[config.mk]
export PLATFORM = sky130hd
export DESIGN_NAME = fetch_front_end
export DESIGN_NICKNAME = d
export VERILOG_FILES = /design/src/hdl/fetch_pkg.sv /design/src/hdl/fetch_front_end.sv /design/src/hdl/instr_aligner.sv /design/src/hdl/fetch_queue.sv /design/src/hdl/pc_gen.sv
export SDC_FILE = /design/constraint.sdc
export NUM_CORES = 1
export LEC_CHECK = 0
export ABC_AREA = 0
export BUFFER_PORTS_ARGS = -buffer_cell sky130_fd_sc_hd__buf_2
export CORE_MARGIN = 2
export CORE_UTILIZATION = 55
export CTS_CLUSTER_SIZE = 16
export DETAILED_ROUTE_END_ITERATION = 8
export GPL_TIMING_DRIVEN = 0
export PLACE_DENSITY = 0.77
export SLEW_MARGIN = 30
export SYNTH_ARGS = -nofsm -noshare
export SYNTH_HDL_FRONTEND = slang
export SYNTH_SLANG_ARGS = --single-unit
[constraint.sdc]
create_clock -name clk_i -period 4.4 [get_ports clk_i]
set_input_delay 0.22 -clock clk_i [delete_from_list [all_inputs] [get_ports clk_i]]
set_output_delay 0.22 -clock clk_i [all_outputs]
set_load 0.1 [all_outputs]
[src/hdl/fetch_pkg.sv]
// ======================================
// Fetch front end package
// Shared widths, queue sizing, the reset address and the states of the
// instruction realigner
// ======================================

`default_nettype none

package fetch_pkg;

    // ======================================
    // Data widths
    // ======================================

    // Byte address of an instruction or of a memory word
    typedef logic [31:0] addr_t;

    // Memory word, also the container of a delivered instruction
    typedef logic [31:0] word_t;

    // One 16 bit parcel of the instruction stream
    typedef logic [15:0] half_t;

    // ======================================
    // Queue sizing and reset
    // ======================================

    // Words that may be outstanding at the memory or waiting in the queue
    localparam int FETCH_QUEUE_DEPTH = 4;

    // Occupancy or drop count, holds 0 up to FETCH_QUEUE_DEPTH
    typedef logic [2:0] qcount_t;

    // First fetch address after reset
    localparam addr_t RESET_PC = 32'h0000_0000;

    // Where the realigner expects the next instruction to begin
    typedef enum logic [1:0] {
        ALIGN_LOW,
        ALIGN_HIGH,
        // Saved upper half waits for the low half of the next word
        ALIGN_CROSS
    } align_state_t;

endpackage : fetch_pkg

`default_nettype wire
[src/hdl/fetch_front_end.sv]
// ======================================
// Fetch front end top level
// Joins PC generation, the fetch queue and the realigner
// ======================================

`timescale 1ns/1ns
`default_nettype none

module fetch_front_end (
    input  logic             clk_i,
    input  logic             rst_n_i,
    input  logic             exception_i,
    input  logic             interrupt_i,
    input  logic             handler_return_i,
    input  logic             executed_i,
    input  logic             taken_i,
    input  logic             jump_i,
    input  fetch_pkg::addr_t handler_pc_i,
    input  fetch_pkg::addr_t handler_return_pc_i,
    input  fetch_pkg::addr_t branch_target_i,
    input  logic             stall_i,
    input  logic             mem_valid_i,
    input  fetch_pkg::word_t mem_data_i,
    output logic             fetch_o,
    output fetch_pkg::addr_t fetch_addr_o,
    output logic             instr_valid_o,
    output logic             ready_o,
    output logic             compressed_o,
    output fetch_pkg::word_t instr_o,
    output fetch_pkg::addr_t instr_pc_o
);

    logic             redirect;
    logic             queue_full;
    logic             head_valid;
    logic             pop;
    fetch_pkg::addr_t request_pc;
    fetch_pkg::word_t head_word;
    fetch_pkg::addr_t head_pc;

    pc_gen pc_gen_i (
        .clk_i               (clk_i),
        .rst_n_i             (rst_n_i),
        .exception_i         (exception_i),
        .interrupt_i         (interrupt_i),
        .handler_return_i    (handler_return_i),
        .executed_i          (executed_i),
        .taken_i             (taken_i),
        .jump_i              (jump_i),
        .handler_pc_i        (handler_pc_i),
        .handler_return_pc_i (handler_return_pc_i),
        .branch_target_i     (branch_target_i),
        .queue_full_i        (queue_full),
        .fetch_o             (fetch_o),
        .redirect_o          (redirect),
        .fetch_addr_o        (fetch_addr_o),
        .request_pc_o        (request_pc)
    );

    // Every request reserves a queue slot in the same cycle
    fetch_queue fetch_queue_i (
        .clk_i        (clk_i),
        .rst_n_i      (rst_n_i),
        .fetch_i      (fetch_o),
        .redirect_i   (redirect),
        .request_pc_i (request_pc),
        .mem_valid_i  (mem_valid_i),
        .mem_data_i   (mem_data_i),
        .pop_i        (pop),
        .full_o       (queue_full),
        .head_valid_o (head_valid),
        .head_word_o  (head_word),
        .head_pc_o    (head_pc)
    );

    instr_aligner instr_aligner_i (
        .clk_i         (clk_i),
        .rst_n_i       (rst_n_i),
        .redirect_i    (redirect),
        .stall_i       (stall_i),
        .head_valid_i  (head_valid),
        .head_word_i   (head_word),
        .head_pc_i     (head_pc),
        .pop_o         (pop),
        .instr_valid_o (instr_valid_o),
        .ready_o       (ready_o),
        .compressed_o  (compressed_o),
        .instr_o       (instr_o),
        .instr_pc_o    (instr_pc_o)
    );

endmodule : fetch_front_end

`default_nettype wire

[src/hdl/instr_aligner.sv]
// ======================================
// Instruction realigner
// Cuts queue words into 16 bit compressed and 32 bit full instructions,
// joins full instructions that cross a word boundary and registers one
// instruction per cycle with its address
// ======================================

`timescale 1ns/1ns
`default_nettype none

module instr_aligner (
    input  logic             clk_i,
    input  logic             rst_n_i,
    input  logic             redirect_i,
    input  logic             stall_i,
    input  logic             head_valid_i,
    input  fetch_pkg::word_t head_word_i,
    input  fetch_pkg::addr_t head_pc_i,
    output logic             pop_o,
    output logic             instr_valid_o,
    output logic             ready_o,
    output logic             compressed_o,
    output fetch_pkg::word_t instr_o,
    output fetch_pkg::addr_t instr_pc_o
);

    fetch_pkg::align_state_t state_q;
    fetch_pkg::align_state_t state_n;
    fetch_pkg::half_t        saved_half_q;
    fetch_pkg::addr_t        saved_pc_q;
    fetch_pkg::half_t        low_half;
    fetch_pkg::half_t        high_half;
    fetch_pkg::word_t        instr_n;
    fetch_pkg::addr_t        instr_pc_n;
    logic                    compressed_n;
    logic                    take_high;
    logic                    advance;
    logic                    done;
    logic                    save_high;

    assign low_half  = head_word_i[15:0];
    assign high_half = head_word_i[31:16];

    // Nothing moves while stalled or while the stream is being redirected
    assign advance = head_valid_i & ~stall_i & ~redirect_i;

    // A target in the upper half skips the low parcel of its first word
    assign take_high = (state_q == fetch_pkg::ALIGN_HIGH)
                     | ((state_q == fetch_pkg::ALIGN_LOW) & head_pc_i[1]);

    // ======================================
    // Parcel selection
    // ======================================

    always_comb begin
        state_n      = state_q;
        done         = 1'b0;
        pop_o        = 1'b0;
        save_high    = 1'b0;
        compressed_n = 1'b0;
        instr_n      = head_word_i;
        instr_pc_n   = {head_pc_i[31:2], 2'b00};

        if (state_q == fetch_pkg::ALIGN_CROSS) begin
            // Low half of the head completes the saved upper half
            instr_n    = {low_half, saved_half_q};
            instr_pc_n = saved_pc_q;
            done       = advance;
            if (advance) begin
                state_n = fetch_pkg::ALIGN_HIGH;
            end
        end else if (take_high) begin
            instr_n      = {16'h0000, high_half};
            instr_pc_n   = {head_pc_i[31:2], 2'b10};
            compressed_n = (high_half[1:0] != 2'b11);
            // The head word is used up in both cases
            pop_o        = advance;
            if (advance) begin
                if (compressed_n) begin
                    done    = 1'b1;
                    state_n = fetch_pkg::ALIGN_LOW;
                end else begin
                    save_high = 1'b1;
                    state_n   = fetch_pkg::ALIGN_CROSS;
                end
            end
        end else begin
            compressed_n = (low_half[1:0] != 2'b11);
            done         = advance;
            if (compressed_n) begin
                instr_n = {16'h0000, low_half};
                if (advance) begin
                    state_n = fetch_pkg::ALIGN_HIGH;
                end
            end else begin
                // Full aligned instruction takes the whole word
                pop_o = advance;
            end
        end
    end

    always_ff @(posedge clk_i) begin
        if (!rst_n_i) begin
            state_q <= fetch_pkg::ALIGN_LOW;
        end else if (redirect_i) begin
            state_q <= fetch_pkg::ALIGN_LOW;
        end else begin
            state_q <= state_n;
        end
    end

    // Start of a full instruction that continues in the next word
    always_ff @(posedge clk_i) begin
        if (save_high) begin
            saved_half_q <= high_half;
            saved_pc_q   <= {head_pc_i[31:2], 2'b10};
        end
    end

    // ======================================
    // Output stage
    // ======================================

    always_ff @(posedge clk_i) begin
        if (!rst_n_i) begin
            instr_valid_o <= 1'b0;
        end else if (redirect_i) begin
            instr_valid_o <= 1'b0;
        end else if (!stall_i) begin
            instr_valid_o <= done;
        end
    end

    always_ff @(posedge clk_i) begin
        if (done) begin
            instr_o      <= instr_n;
            instr_pc_o   <= instr_pc_n;
            compressed_o <= compressed_n;
        end
    end

    assign ready_o = instr_valid_o & ~stall_i;

    // The word that completes a split instruction directly follows the saved half
    a_cross_in_order : assert property (
        @(posedge clk_i) disable iff (!rst_n_i)
        head_valid_i && (state_q == fetch_pkg::ALIGN_CROSS) |->
            head_pc_i == saved_pc_q + 32'd2
    );

endmodule : instr_aligner

`default_nettype wire

[src/hdl/fetch_queue.sv]
// ======================================
// Fetch queue
// Circular buffer that reserves a slot per request, pairs it with the
// in-order memory response and drops responses that belong to requests
// issued before a redirect
// ======================================

`timescale 1ns/1ns
`default_nettype none

module fetch_queue (
    input  logic             clk_i,
    input  logic             rst_n_i,
    input  logic             fetch_i,
    input  logic             redirect_i,
    input  fetch_pkg::addr_t request_pc_i,
    input  logic             mem_valid_i,
    input  fetch_pkg::word_t mem_data_i,
    input  logic             pop_i,
    output logic             full_o,
    output logic             head_valid_o,
    output fetch_pkg::word_t head_word_o,
    output fetch_pkg::addr_t head_pc_o
);

    // Slot storage, written by the request and by the response
    fetch_pkg::addr_t pc_mem   [fetch_pkg::FETCH_QUEUE_DEPTH];
    fetch_pkg::word_t word_mem [fetch_pkg::FETCH_QUEUE_DEPTH];

    logic [fetch_pkg::FETCH_QUEUE_DEPTH-1:0]         filled_q;
    logic [$clog2(fetch_pkg::FETCH_QUEUE_DEPTH)-1:0] head_ptr_q;
    logic [$clog2(fetch_pkg::FETCH_QUEUE_DEPTH)-1:0] wr_ptr_q;
    logic [$clog2(fetch_pkg::FETCH_QUEUE_DEPTH)-1:0] fill_ptr_q;

    // Reserved slots, live requests not yet answered, stale answers to skip
    fetch_pkg::qcount_t count_q;
    fetch_pkg::qcount_t pending_q;
    fetch_pkg::qcount_t drop_q;

    logic accept;

    // A response is kept only when no stale answers are still due
    assign accept = mem_valid_i & (drop_q == '0) & ~redirect_i;

    assign full_o       = (count_q == fetch_pkg::qcount_t'(fetch_pkg::FETCH_QUEUE_DEPTH));
    assign head_valid_o = filled_q[head_ptr_q];
    assign head_word_o  = word_mem[head_ptr_q];
    assign head_pc_o    = pc_mem[head_ptr_q];

    always_ff @(posedge clk_i) begin
        if (fetch_i) begin
            pc_mem[wr_ptr_q] <= request_pc_i;
        end
        if (accept) begin
            word_mem[fill_ptr_q] <= mem_data_i;
        end
    end

    // ======================================
    // Pointers and counters
    // ======================================

    always_ff @(posedge clk_i) begin
        if (!rst_n_i) begin
            head_ptr_q <= '0;
            wr_ptr_q   <= '0;
            fill_ptr_q <= '0;
            filled_q   <= '0;
            count_q    <= '0;
            pending_q  <= '0;
            drop_q     <= '0;
        end else begin
            if (fetch_i) begin
                wr_ptr_q <= wr_ptr_q + 1'b1;
            end
            if (redirect_i) begin
                // Empty the queue at the write pointer, the request of this
                // cycle goes into that slot and is the only live one
                head_ptr_q <= wr_ptr_q;
                fill_ptr_q <= wr_ptr_q;
                filled_q   <= '0;
                count_q    <= fetch_pkg::qcount_t'(fetch_i);
                pending_q  <= fetch_pkg::qcount_t'(fetch_i);
                // Every older request still unanswered turns stale
                drop_q <= pending_q + drop_q - fetch_pkg::qcount_t'(mem_valid_i);
            end else begin
                if (accept) begin
                    filled_q[fill_ptr_q] <= 1'b1;
                    fill_ptr_q           <= fill_ptr_q + 1'b1;
                end
                if (pop_i) begin
                    filled_q[head_ptr_q] <= 1'b0;
                    head_ptr_q           <= head_ptr_q + 1'b1;
                end
                if (mem_valid_i && (drop_q != '0)) begin
                    drop_q <= drop_q - 1'b1;
                end
                count_q   <= count_q + fetch_pkg::qcount_t'(fetch_i)
                           - fetch_pkg::qcount_t'(pop_i);
                pending_q <= pending_q + fetch_pkg::qcount_t'(fetch_i)
                           - fetch_pkg::qcount_t'(accept);
            end
        end
    end

    // The PC generator must respect full outside a redirect
    a_no_fetch_full : assert property (
        @(posedge clk_i) disable iff (!rst_n_i)
        fetch_i && !redirect_i |-> !full_o
    );

    // The realigner only consumes a filled head
    a_no_pop_empty : assert property (
        @(posedge clk_i) disable iff (!rst_n_i)
        pop_i |-> head_valid_o
    );

    // Memory answers each request once, never unprompted
    a_no_spurious_resp : assert property (
        @(posedge clk_i) disable iff (!rst_n_i)
        mem_valid_i |-> (pending_q != '0) || (drop_q != '0)
    );

endmodule : fetch_queue

`default_nettype wire

[src/hdl/pc_gen.sv]
// ======================================
// Program counter generation
// Holds the PC of the last request and selects the next fetch address.
// Priority is exception or interrupt, then handler return, then an
// executed taken branch or jump, then the next sequential word
// ======================================

`timescale 1ns/1ns
`default_nettype none

module pc_gen (
    input  logic             clk_i,
    input  logic             rst_n_i,
    input  logic             exception_i,
    input  logic             interrupt_i,
    input  logic             handler_return_i,
    input  logic             executed_i,
    input  logic             taken_i,
    input  logic             jump_i,
    input  fetch_pkg::addr_t handler_pc_i,
    input  fetch_pkg::addr_t handler_return_pc_i,
    input  fetch_pkg::addr_t branch_target_i,
    input  logic             queue_full_i,
    output logic             fetch_o,
    output logic             redirect_o,
    output fetch_pkg::addr_t fetch_addr_o,
    output fetch_pkg::addr_t request_pc_o
);

    fetch_pkg::addr_t pc_q;
    fetch_pkg::addr_t seq_pc;
    fetch_pkg::addr_t target_pc;

    // Word that follows the last request, bit 1 of a target is dropped here
    assign seq_pc = {pc_q[31:2], 2'b00} + 32'd4;

    // A not-taken branch that executes leaves the sequential stream alone
    assign redirect_o = exception_i | interrupt_i | handler_return_i
                      | (executed_i & (taken_i | jump_i));

    always_comb begin
        if (exception_i | interrupt_i) begin
            // Trap entry beats everything else
            target_pc = handler_pc_i;
        end else if (handler_return_i) begin
            target_pc = handler_return_pc_i;
        end else begin
            target_pc = branch_target_i;
        end
    end

    // The request PC keeps bit 1 so the realigner knows where to start
    assign request_pc_o = redirect_o ? target_pc : seq_pc;

    // A redirect always fetches since the queue frees its slots in that cycle
    assign fetch_o = redirect_o | ~queue_full_i;

    // Memory is addressed by whole words only
    assign fetch_addr_o = {request_pc_o[31:2], 2'b00};

    // Starts one word below the reset address so the first sequential
    // request after reset lands on RESET_PC
    always_ff @(posedge clk_i) begin
        if (!rst_n_i) begin
            pc_q <= fetch_pkg::RESET_PC - 32'd4;
        end else if (fetch_o) begin
            pc_q <= request_pc_o;
        end
    end

    // Targets supplied by the back end must be half-word aligned
    a_target_aligned : assert property (
        @(posedge clk_i) disable iff (!rst_n_i)
        redirect_o |-> !target_pc[0]
    );

endmodule : pc_gen

`default_nettype wire

==> After elaboration in Yosys (flattened, before gate mapping) <==
Memories as Yosys holds them, arrays and structs flattened. A register that Yosys moved wholly into a read port is not among the register bits.
Index checks and enable logic that the tools add are counted.
{ "word_totals": {"memories": 2, "ram_bits": 256, "output_inout_bits": 100, "reg_bits": 165, "input_bits": 138, "word_cells": 125} }
{ "mem_list": {"columns": ["memory", "depth", "word_bits", "rd", "rd_ports_with_merged_regs", "wr", "line", "source"], "rows": [
  ["fetch_queue_i.pc_mem", 4, 32, 1, 1, 1, "fetch_queue.sv:27", "fetch_pkg::addr_t pc_mem [fetch_pkg::FETCH_QUEUE_DEPTH];"],
  ["fetch_queue_i.word_mem", 4, 32, 1, 1, 1, "fetch_queue.sv:28", "fetch_pkg::word_t word_mem [fetch_pkg::FETCH_QUEUE_DEPTH];"]
]} }
{ "op_classes": {"bitwise_logic": 20, "mux": 52, "addsub": 11, "n_lt_le_gt_ge": 4, "n_eq_ne": 6, "n_reduce_logical": 12} }
{ "ops": {"columns": ["operator", "n"], "rows": [
  ["$mux 32", 7],
  ["$add 32x3->32 const B", 1],
  ["$mux 2", 15],
  ["$mux 1", 21],
  ["$mux 4", 4],
  ["$sub 3x1->3", 3],
  ["$and 1x1->1", 7],
  ["$add 2x1->2 const B", 3],
  ["$add 3x1->3", 2],
  ["$lt 2x3->1 const B", 2],
  ["$mux 3", 2],
  ["$or 1x1->1", 6],
  ["$reduce_bool 2->1", 3],
  ["$reduce_bool 3->1", 2],
  ["$and 4x4->4", 1],
  ["$demux 1 s2", 2],
  ["$ge 2x1->1 const B", 2],
  ["$ne 2x2->1 const B", 2],
  ["$not 1->1", 4],
  ["$not 4->4", 1],
  ["$or 4x4->4", 1],
  ["$add 3x3->3", 1],
  ["$eq 3x3->1 const B", 1],
  ["$logic_and 1x1->1", 3],
  ["9 further kinds", 9]
]} }

==> Logic depth before layout (Yosys ltp) <==
Gate-level depths: netlist (run 1).
{ "depth": {"word_depth": 12, "ltp_mapped": 13, "depth_no_buf": 11} }

==> By module <==
A second synthesis (run 1) with hierarchy kept.
{ "hier_totals": {"cells_unflattened": 1182, "hier_area_um2": 18455.2} }
{ "by_module_without_submodules": {"columns": ["module", "seq_area_each_um2", "n_inst", "area_per_inst_um2", "cells_each"], "rows": [
  ["fetch_queue", 8107.8, 1, 10586.4, 468],
  ["instr_aligner", 3363.2, 1, 4631.9, 268],
  ["pc_gen", 600.6, 1, 3236.9, 446]
]} }

==> Worst setup path before layout (run 1) <==
No wires, ideal clock.
{ "synth_timing": {"kind": "input to register", "startpoint": "in interrupt_i", "endpoint": "mem fetch_queue_i.pc_mem[1][10] (netlist bit) (enable)", "arrival_time_ns": 2.834, "setup_time_ns": 0.391, "n_path_buf": 2, "stages": 7, "required_time_ns": 4.009, "setup_slack_ns": 1.175, "path_cell_list": "clkbuf_1 nor3_2 nand2_2 nor2_2 inv_2 clkbuf_1 and2_1"} }
{ "synth_between": {"elab_chain_cells": 6} }
{ "synth_rtl": {"columns": ["item", "line", "source"], "rows": [
  ["start: declaration", "fetch_front_end.sv:13", "input logic interrupt_i,"],
  ["$or 1x1->1 (2 in series)", "pc_gen.sv:38", "assign redirect_o = exception_i | interrupt_i | handler_return_i"],
  ["$or 1x1->1", "pc_gen.sv:39", "| (executed_i & (taken_i | jump_i));"],
  ["$or 1x1->1", "pc_gen.sv:56", "assign fetch_o = redirect_o | ~queue_full_i;"],
  ["named net fetch_o", "fetch_front_end.sv:24", "output logic fetch_o,"],
  ["$mux 1", "fetch_queue.sv:51", "if (fetch_i) begin"],
  ["$mux 1 (implied by the code)", "fetch_queue.sv:52", "pc_mem[wr_ptr_q] <= request_pc_i;"],
  ["end: declaration", "fetch_queue.sv:27", null]
]} }
The timed path passes the listed nets, and every way through them passes these cells.

==> Final worst setup path (run 1) <==
{ "layout_timing": {"startpoint": "reg pc_gen_i.pc_q[2]", "endpoint": "out fetch_addr_o[30]"} }
{ "layout_between": {"elab_chain_cells": 2} }
{ "layout_rtl": {"columns": ["item", "line", "source"], "rows": [
  ["start: declaration", "pc_gen.sv:30", "fetch_pkg::addr_t pc_q;"],
  ["start signal: assignment", "pc_gen.sv:65", "pc_q <= fetch_pkg::RESET_PC - 32'd4;"],
  ["start signal: assignment", "pc_gen.sv:67", "pc_q <= request_pc_o;"],
  ["$add 32x3->32", "pc_gen.sv:35", "assign seq_pc = {pc_q[31:2], 2'b00} + 32'd4;"],
  ["$mux 32", "pc_gen.sv:53", "assign request_pc_o = redirect_o ? target_pc : seq_pc;"],
  ["end: declaration", "fetch_front_end.sv:25", "output fetch_pkg::addr_t fetch_addr_o,"]
]} }
Every way passes these cells.

==> qor.txt, run 1 <==
status: complete, no violations
synth top area cells: edfxtp_1 61%, mux4_2 8.0%, dfxtp_1 6.1%
Least-Margin Pin Slew: 978 ps
CTS tree: built
FMAX: 243 MHz
YS warnings: 0
Max Buffers Root-to-Sink: 3
critical path arrival: 3890 ps
Final min period: 4110 ps
CTS buffer count: 41
Yosys cell types: 67
Slew Viols, Final: 0
Final Hold Viols: 0
Post-synth top flop: edfxtp_1
total gr overflow: 0
TritonCTS sink count: 416
final cycle utilization of the critical path: 93.5%
DRC: 0
leak pwr: 0.00768 uW
Startpoint Class: flip-flop
DR WL/cell: 23.2 um
# port buffers: 227
first-pass GRT wire length: 66.8 mm
Critical Path Fanout Max: 10
initial antenna violation count: 0
DP Area: 19800 um^2
final net count: 1651
Post-DP HPWL: 30.5 mm
CP delay by family, top: simple AND/OR/NAND/NOR gates
Final ANT Viol Nets: 0
layout cells sized above 1: 31.6%
RSZ-0062 raised after global routing: no
Hold Slack: 15.0 ps
Reg2Reg Depth: 12
Worst path slowest cell: a21oi_1
Netlist Area Pre-Place: 17800 um^2
Vias/cell: 6.02
worst-skew pair later-pin latency: 540 ps
area share of the largest cell type after synthesis: 61.0%
Non-Filler Instances: 1923
pwr dens: 428 nW/um^2
CP required: 4180 ps
Slew Limit Headroom: 34.2%
register area share after synthesis: 67.0%
final wirelength: 44.6 mm
biggest cell delay along the critical path: 570 ps
crit-path cells: ha_1 > and3_1 > nand4_1 > clkbuf_1 > nor4_1 > xnor2_1 > a21oi_1 > buf_4 > buf_2
Post-Synthesis Cells: 1172
Design Power: 9170 uW
MaxCap Viol Count: 0
final worst clock skew: 19.0 ps
Core ar.: 31700 um^2
Hold Path Stages: 3
Die Footprint: 33900 um^2
Final GP Congestion: 0.951
area growth from synthesis to layout: 20.2%
worst path buffer plus inverter count: 3
vias: 11570
vias in the first global route: 11487
Peak VDD IR: 305 uV
Yosys top cell by area: edfxtp_1
Avg Cell Area, Syn: 15.2 um^2
final setup vio count: 0
GRT Total Usage: 26.5%
CP endpoint kind: output port
placed cells: 1813
synthesized flop and latch total: 416
Worst Hold Class: in2reg
final instance area: 21400 um^2
Die Height: 184 um
clk slew on worst S/H paths: 70 ps
Ports: 238
DRT iter0 DRCs: 1057
post-synthesis async set-or-reset flop share: 0%
number of cells on the critical path: 9
CTS root buffer: clkbuf_16
H-tree Lvls: 2
Starting Density: 56.2%
largest net degree at the start of global routing: 51
row cnt: 65
n_diodes: 0
Die W: 184 um
Post-synth EDFFs: 362
critical path class: reg2out
Pre-antenna DRT Iters: 6
## state kept, by name, indices dropped and copies added (netlist names), 3 cells and up, named ones only
| register | cells |
|---|---|
| fetch_queue_i.count_q | 3 |
| instr_aligner_i.saved_half_q | 16 |
| instr_aligner_i.instr_o | 32 |
| instr_aligner_i.instr_pc_o | 31 |
| fetch_queue_i.pending_q | 3 |
| fetch_queue_i.word_mem | 128 |
| fetch_queue_i.pc_mem | 124 |
| instr_aligner_i.saved_pc_q | 30 |
| fetch_queue_i.drop_q | 3 |
| pc_gen_i.pc_q | 30 |
| fetch_queue_i.filled_q | 4 |
## logic make-up (layout without fill, tap and decap cells)
| family | after synthesis | after routing | synth area share (%) |
|---|---|---|---|
| adders and majority gates | 25 | 25 | 1.88 |
| AOI/OAI and AO/OA | 169 | 169 | 6.47 |
| buffers and inverters | 130 | 477 | 3.60 |
| other | 1 | 3 | 0.0210 |
| and+or+nand+nor | 283 | 283 | 8.21 |
| xor gates and xnor gates | 32 | 32 | 1.57 |
| DFF | 416 | 416 | 67.0 |
| muxes | 116 | 116 | 11.2 |
## what timing repair did
| item | 4_1_cts | 5_1_grt |
|---|---|---|
| gates resized for setup | 0 | 0 |
| hold buffers | 34 | 0 |
| hold endpoints to repair | 130 | 0 |
| buffers inserted | 0 | 0 |
## power by group
part | internal, uW | total [uW] | leakage (uW) | switching [uW]
clock network | 1900 | 3390 | 0.000647 | 1490
logic | 444 | 1230 | 0.00326 | 786
registers | 4480 | 4550 | 0.00377 | 68.7
## layout by cell type (no fill, tap or decap), types with 5 or more instances in the layout
master	Yosys	final
nand2_1	69	69
buf_1	8	8
and3_1	16	12
buf_2	14	241
mux4_2	63	63
dlygate4sd3_1	0	34
dfxtp_1	54	54
a21oi_1	48	48
ha_1	22	22
a22oi_1	15	15
nor2_1	36	36
a221oi_1	12	12
clkbuf_1	45	52
buf_16	0	10
nor4_1	10	10
nand4_1	9	9
a31oi_1	5	5
inv_1	25	23
nand3_1	27	27
clkinv_1	0	6
nor3_1	55	55
clkbuf_16	0	44
xnor2_1	25	25
clkinv_2	0	10
xor2_1	7	7
or3_1	6	6
a22o_1	16	16
mux2_2	38	38
o31a_1	6	6
mux2i_1	15	15
o21a_1	8	8
buf_4	36	36
nor2b_1	19	19
edfxtp_1	362	362
a211oi_1	7	7
o21ai_0	30	30
## through the flow
stage               TNS (ps)  util (%)  setup WS [ps]
finish                     0      67.5            287
global route               0      67.5            155
CTS                        0      67.5            361
detailed placement         0      62.3            860
global placement       -1630      61.4          -34.8
floorplan                  0         -           1180
## per-layer routing
layer | track usage [%] | part of all wire (%)
met1 | 35.6 | 40
met2 | 45.2 | 50
met3 | 3.57 | 7.5
met4 | 8.22 | 2.9
met5 | 0 | 0
## cell usage after synthesis (19+ instances only)
library cell,number
dfxtp_1,54
mux2_2,38
nor2b_1,19
a21oi_1,48
inv_1,25
clkbuf_1,45
edfxtp_1,362
buf_4,36
nand2_1,69
nor2_1,36
xnor2_1,25
nand3_1,27
o21ai_0,30
ha_1,22
mux4_2,63
nor3_1,55
## tightest hold or removal path: stages
cell,delay (ps)
buf_2,80
a21oi_1,60
o21ai_0,140
## layout make-up
class                      instances  area (um^2)
buffer                           104          544
clock buffer                      51         1130
clock inverter                    25          186
fill                            2174        10300
inverter                          26          103
multi-input combinational        628         5260
sequential                       416        12000
tap                              402          503
timing repair buffer             271         1750
## final timing paths
path | endpoint | start | slack [ps]
max | fetch_addr_o[30] | pc_gen_i.pc_q[2] | 290
min | pc_gen_i.pc_q[16] | handler_pc_i[16] | 20
max reg2reg | fetch_queue_i.count_q[2] | flip-flop | 1290
min reg2reg | instr_aligner_i.instr_valid_o | instr_aligner_i.instr_valid_o | 500
No activity file was read; power rests on OpenSTA's default activity.
==> run 2, diff against run 1 <==
CORE_ASPECT_RATIO = 1.5   (was not set)
==> qor.txt, run 2 (synthesis results as in run 1) <==
CTS tree: built (unchanged)
area growth from synthesis to layout: 19.7% (was 20.2%)
final cycle utilization of the critical path: 91.8% (was 93.5%)
MaxCap Viol Count: 0 (unchanged)
status: complete, no violations (unchanged)
DRC: 0 (unchanged)
RR Startpoint: fetch_queue_i.count_q[1]
largest register by flop count: fetch_queue_i.word_mem (unchanged)
final setup vio count: 0 (unchanged)
initial antenna violation count: 1 (was 0)
final instance area: 21300 um^2 (was 21400 um^2)
Final min period: 4040 ps (was 4110 ps)
CTS buffer count: 37 (was 41)
CTS root buffer: clkbuf_16 (unchanged)
first-pass GRT wire length: 64.1 mm (was 66.8 mm)
GRT Total Usage: 25.1% (was 26.5%)
RSZ-0062 raised after global routing: no (unchanged)
worst path buffer plus inverter count: 3 (unchanged)
largest net degree at the start of global routing: 36 (was 51)
Reg2Reg Depth: 11 (was 12)
row cnt: 80 (was 65)
pwr dens: 425 nW/um^2 (was 428 nW/um^2)
critical path arrival: 3820 ps (was 3890 ps)
Worst Hold Class: in2reg (unchanged)
final wirelength: 41.9 mm (was 44.6 mm)
Starting Density: 56.0% (was 56.2%)
WHS Endpoint: pc_gen_i.pc_q[18] (was pc_gen_i.pc_q[16])
clk slew on worst S/H paths: 70 ps (about the same)
Pre-antenna DRT Iters: 5 (was 6)
vias in the first global route: 11726 (was 11487)
Core ar.: 31800 um^2 (was 31700 um^2)
CP required: 4180 ps (about the same)
DRT iter0 DRCs: 882 (was 1057)
biggest cell delay along the critical path: 510 ps (was 570 ps)
largest registers: fetch_queue_i.word_mem: 128 flops, fetch_queue_i.pc_mem: 124 flops, instr_aligner_i.instr_o: 32 flops (unchanged)
crit-path cells: ha_1 > and3_1 > nand4_1 > clkbuf_1 > nor4_1 > xnor2_1 > a21oi_1 > buf_4 > buf_2 (unchanged)
Worst path slowest cell: a21oi_1 (unchanged)
Slew Viols, Final: 0 (unchanged)
DP Worst Slack: 720 ps (was 860 ps)
R2R Setup Slk: 1330 ps (was 1290 ps)
max reg flops: 128 (unchanged)
Worst Hold Launch: handler_pc_i[18] (was handler_pc_i[16])
Design Power: 9070 uW (was 9170 uW)
Startpoint Class: flip-flop (unchanged)
Die Height: 224 um (was 184 um)
Die Footprint: 33900 um^2 (about the same)
most common cell after layout, fill and taps aside: edfxtp_1 (unchanged)
Die W: 151 um (was 184 um)
Post-DP HPWL: 29.4 mm (was 30.5 mm)
Final ANT Viol Nets: 0 (unchanged)
DP Area: 19800 um^2 (about the same)
Non-Filler Instances: 1923 (unchanged)
Final Hold Viols: 0 (unchanged)
Critical Path Fanout Max: 10 (unchanged)
Max Buffers Root-to-Sink: 3 (unchanged)
final setup margin: 361 ps (was 287 ps)
Peak VDD IR: 211 uV (was 305 uV)
Ports: 238 (unchanged)
Hold Path Stages: 3 (unchanged)
Vias/cell: 5.88 (was 6.02)
Least-Margin Pin Slew: 922 ps (was 978 ps)
Final GP Congestion: 0.998 (was 0.951)
critical path class: reg2out (unchanged)
CP delay by family, top: simple AND/OR/NAND/NOR gates (unchanged)
final worst clock skew: 11.7 ps (was 19.0 ps)
FMAX: 248 MHz (was 243 MHz)
total gr overflow: 0 (unchanged)
worst-skew pair later-pin latency: 530 ps (was 540 ps)
# port buffers: 227 (unchanged)
TritonCTS sink count: 416 (unchanged)
final net count: 1647 (was 1651)
vias: 11306 (was 11570)
Slew Limit Headroom: 38.0% (was 34.2%)
H-tree Lvls: 2 (unchanged)
commonest cells after routing, fill and taps aside: 362 x edfxtp_1, 241 x buf_2, 69 x nand2_1 (unchanged)
CP endpoint kind: output port (unchanged)
FF-to-FF End: fetch_queue_i.count_q[2] (unchanged)
Setup TNS: 0 ps (unchanged)
DR WL/cell: 21.8 um (was 23.2 um)
layout cells sized above 1: 31.2% (was 31.6%)
leak pwr: 0.00763 uW (was 0.00768 uW)
placed cells: 1821 (was 1813)
run 2: cell count changes in the layout (fill, tap and decap cells not counted), moves of 2 or more:
cell | previous run | this run
bufinv_16 | 1 | 5
buf_16 | 10 | 7
clkinv_4 | 1 | 3
inv_4 | 4 | 2
clkbuf_16 | 44 | 39
clkinv_2 | 10 | 6
buf_12 | 0 | 3
clkinv_1 | 6 | 4
run 2: repair_timing:
action	CTS	global route
hold endpoints to repair	130	0
setup buffers	0	0
setup endpoints to repair	0	0
resized for setup	0	0
hold buffers	34	0
run 2: power by group:
part           internal, uW  switching (uW)
logic                   443             759
clock network          1930            1400
registers              4480            64.2
run 2: worst reg2reg max path: stages, from the launching register on:
cell	delay, ps
dfxtp_1	360
or3b_2	570
nor2_2	390
buf_2	380
ha_1	290
inv_1	60
ha_1	130
inv_1	50
fa_1	370
xor2_1	180
xnor2_1	140
nor2_1	50
run 2: per-stage QoR:
step | utilization [%] | hold slack, ps
2_1_floorplan | - | 319
3_3_place_gp | 61.2 | 431
3_5_place_dp | 62.1 | 437
4_1_cts | 67.0 | 9.36
5_1_grt | 67.0 | 29.5
6_report | 67.0 | 24.5
run 2: worst max-delay path by stage:
stage	to	cells after the start	startpoint	slack, ps
final	fetch_addr_o[30]	9	pc_gen_i.pc_q[2]	360
after global routing	fetch_addr_o[30]	9	pc_gen_i.pc_q[2]	340
after CTS	fetch_addr_o[30]	9	pc_gen_i.pc_q[2]	510
after detailed placement	fetch_queue_i.count_q[2]	13	handler_return_i	720
after global placement	instr_aligner_i.instr_o[26]	6	handler_return_i	-40
after floorplan	fetch_queue_i.pc_mem[1][10]	7	interrupt_i	1180
run 2: area by class of cell:
class / count / area (um^2)
clock inverters: 21 / 245
repair buffers: 271 / 1730
diodes: 1 / 2.50
clock buffers: 46 / 1000
well taps: 410 / 513
plain buffers: 104 / 544
flip-flops and latches: 416 / 12000
multi-input cells: 628 / 5250
fillers: 2244 / 10500
inverters: 26 / 103
run 2: layer usage:
layer | track usage [%] | part of all wire [%] | vias up
met1 | 29.2 | 36 | 5530
met2 | 45.8 | 54 | 534
met4 | 10.3 | 3.4 | 0
li1 | - | - | 5149
met3 | 3.77 | 7.1 | 93
met5 | 0 | 0 | -
==> run 3, diff against run 2 <==
ABC_AREA = 1   (was 0)
CTS_BUF_LIST = sky130_fd_sc_hd__clkbuf_8   (was not set)
PLACE_DENSITY = 0.76   (was 0.77)
==> qor.txt, run 3 <==
Slew Viols, Final: 0 (unchanged)
area share of the largest cell type after synthesis: 59.2% (was 61.0%)
DP Worst Slack: 1650 ps (was 720 ps)
Final GP Congestion: 0.979 (was 0.998)
total gr overflow: 0 (unchanged)
status: complete, no violations (unchanged)
synth top area cells: edfxtp_1 59%, nand2_1 9.8%, dfxtp_1 5.9% (was edfxtp_1 61%, mux4_2 8.0%, dfxtp_1 6.1%)
Post-synth top flop: edfxtp_1 (unchanged)
register area share after synthesis: 65.1% (was 67.0%)
Die Footprint: 34900 um^2 (was 33900 um^2)
DRT iter0 DRCs: 1234 (was 882)
vias: 13854 (was 11306)
most frequent cell after synthesis: nand2_1 (was edfxtp_1)
Yosys cell types: 47 (was 67)
Starting Density: 56.1% (was 56.0%)
initial antenna violation count: 1 (unchanged)
leak pwr: 0.00889 uW (was 0.00763 uW)
CP endpoint kind: output port (unchanged)
first-pass GRT wire length: 74.4 mm (was 64.1 mm)
Avg Cell Area, Syn: 10.8 um^2 (was 15.2 um^2)
Die W: 153 um (was 151 um)
largest registers: fetch_queue_i.word_mem: 128 flops, fetch_queue_i.pc_mem: 124 flops, instr_aligner_i.instr_o: 32 flops (unchanged)
Post-synth EDFFs: 362 (unchanged)
post-synthesis async set-or-reset flop share: 0% (unchanged)
final instance area: 21800 um^2 (was 21300 um^2)
row cnt: 81 (was 80)
Final Hold Viols: 0 (unchanged)
post-CTS sizing: 0 (unchanged)
CTS root buffer: clkbuf_8 (was clkbuf_16)
vias in the first global route: 13812 (was 11726)
clk slew on worst S/H paths: 80 ps (was 70 ps)
cts-stage hold buffer count: 38 (was 34)
Peak VDD IR: 205 uV (was 211 uV)
DP Area: 20300 um^2 (was 19800 um^2)
RSZ-0062 raised after global routing: no (unchanged)
GRT Total Usage: 27.5% (was 25.1%)
pwr dens: 403 nW/um^2 (was 425 nW/um^2)
Netlist Area Pre-Place: 18400 um^2 (was 17800 um^2)
final setup margin: 1110 ps (was 361 ps)
Max Buffers Root-to-Sink: 3 (unchanged)
Pre-antenna DRT Iters: 5 (unchanged)
H-tree Lvls: 2 (unchanged)
worst-skew pair later-pin latency: 610 ps (was 530 ps)
final setup vio count: 0 (unchanged)
most common cell after layout, fill and taps aside: nand2_1 (was edfxtp_1)
critical path arrival: 3070 ps (was 3820 ps)
final net count: 2201 (was 1647)
# port buffers: 230 (was 227)
CP required: 4180 ps (about the same)
Worst Hold Launch: handler_pc_i[22] (was handler_pc_i[18])
YS warnings: 0 (unchanged)
Core ar.: 32700 um^2 (was 31800 um^2)
Critical Path Source: pc_gen_i.pc_q[2] (unchanged)
Ports: 238 (unchanged)
Final min period: 3290 ps (was 4040 ps)
Post-DP HPWL: 34.9 mm (was 29.4 mm)
Die Height: 228 um (was 224 um)
largest net degree at the start of global routing: 37 (was 36)
Vias/cell: 5.54 (was 5.88)
MaxCap Viol Count: 0 (unchanged)
layout cells sized above 1: 22.5% (was 31.2%)
TritonCTS sink count: 416 (unchanged)
area growth from synthesis to layout: 18.7% (was 19.7%)
commonest cells in the synthesized netlist: 477 x nand2_1, 362 x edfxtp_1, 133 x nor2_1, 118 x o21ai_0, 95 x inv_1 (was 362 x edfxtp_1, 69 x nand2_1, 63 x mux4_2, 55 x nor3_1, 54 x dfxtp_1)
RR Startpoint: fetch_queue_i.drop_q[1] (was fetch_queue_i.count_q[1])
synthesized flop and latch total: 416 (unchanged)
Final Util: 66.6% (was 67.0%)
Critical Path Fanout Max: 5 (was 10)
Filler cells: 2386 (was 2244)
Worst Hold Class: in2reg (unchanged)
FMAX: 303 MHz (was 248 MHz)
DRC: 0 (unchanged)
largest register by flop count: fetch_queue_i.word_mem (unchanged)
Least-Margin Pin Slew: 776 ps (was 922 ps)
DR WL/cell: 19.5 um (was 21.8 um)
Startpoint Class: flip-flop (unchanged)
Post-Synthesis Cells: 1700 (was 1172)
critical path class: reg2out (unchanged)
CTS tree: built (unchanged)
final wirelength: 48.8 mm (was 41.9 mm)
final worst clock skew: 25.7 ps (was 11.7 ps)
Yosys top cell by area: edfxtp_1 (unchanged)
Slew Limit Headroom: 48.3% (was 38.0%)
CTS buffer count: 56 (was 37)
# Post-CTS Setup Buffers: 0 (unchanged)
max reg flops: 128 (unchanged)
final cycle utilization of the critical path: 74.9% (was 91.8%)
commonest cells after routing, fill and taps aside: 477 x nand2_1, 362 x edfxtp_1, 261 x buf_2 (was 362 x edfxtp_1, 241 x buf_2, 69 x nand2_1)
Final ANT Viol Nets: 0 (unchanged)
## run 3: cell types whose count changed after synthesis, sizes merged, moves of 48 or more
cell	change
nand2	+423
nor2	+111
o21ai	+102
inv	+78
mux4	-63
nor3	-56
o22ai	+48
## run 3: cell families after synthesis
kind of cell    count (synthesis)  synth area share, %
compound gates                288                 9.39
xor+xnor                       19                0.907
fa+ha+maj                      25                 1.83
buf+inv                       222                 6.22
flops                         416                 65.1
other cells                     1               0.0204
simple gates                  729                 16.5
## run 3: critical path: stages, from the launching register on
cell	delay, ps
dfxtp_1	400
ha_1	230
nand2_1	70
nor2_1	210
nand2_2	190
nor2_4	150
nand2_2	100
inv_2	100
nand3_1	70
nand3_1	100
and2_1	260
buf_4	160
buf_2	420
## run 3: path summary, 6_finish.rpt
kind                                   end  slack [ps]  cells past startpoint
max                       fetch_addr_o[22]        1110                     12
min                      pc_gen_i.pc_q[22]          50                      5
max reg2reg     fetch_queue_i.pending_q[2]        1760                     13
min reg2reg  instr_aligner_i.instr_valid_o         490                      2
## run 3: final cells by class
class	instances	area, um^2	share of cell area, %
clock inverters	45	287	1.31
clock buffers	60	826	3.79
multi-input cells	1064	5300	24.3
flip-flops and latches	416	12000	54.8
diodes	1	2.50	0.0115
plain buffers	118	741	3.40
well taps	415	519	2.38
repair buffers	278	1760	8.08
inverters	104	403	1.85
## run 3: where the power goes
group | switching [uW] | internal, uW
Combinational | 954 | 395
Clock | 1430 | 1450
Sequential | 69.6 | 4490
## run 3: per-stage QoR
step / power, uW / instances / setup TNS (ps) / hold WS (ps)
2_1_floorplan: 5550 / 1702 / 0 / 319
3_3_place_gp: 5900 / 2347 / -6220 / 429
3_5_place_dp: 5950 / 2357 / 0 / 437
4_1_cts: 8800 / 2500 / 0 / 7.24
5_1_grt: 9090 / 2501 / 0 / 38.3
6_report: 8790 / 2501 / 0 / 46.5
## run 3: layer usage
| metal | track usage [%] | part of all wire (%) | up-vias |
|---|---|---|---|
| met5 | 0 | 0 | - |
| met4 | 14.2 | 4.9 | 0 |
| met3 | 4.06 | 6.9 | 142 |
| met2 | 50.6 | 53 | 698 |
| met1 | 30.4 | 35 | 6496 |
| li1 | - | - | 6518 |
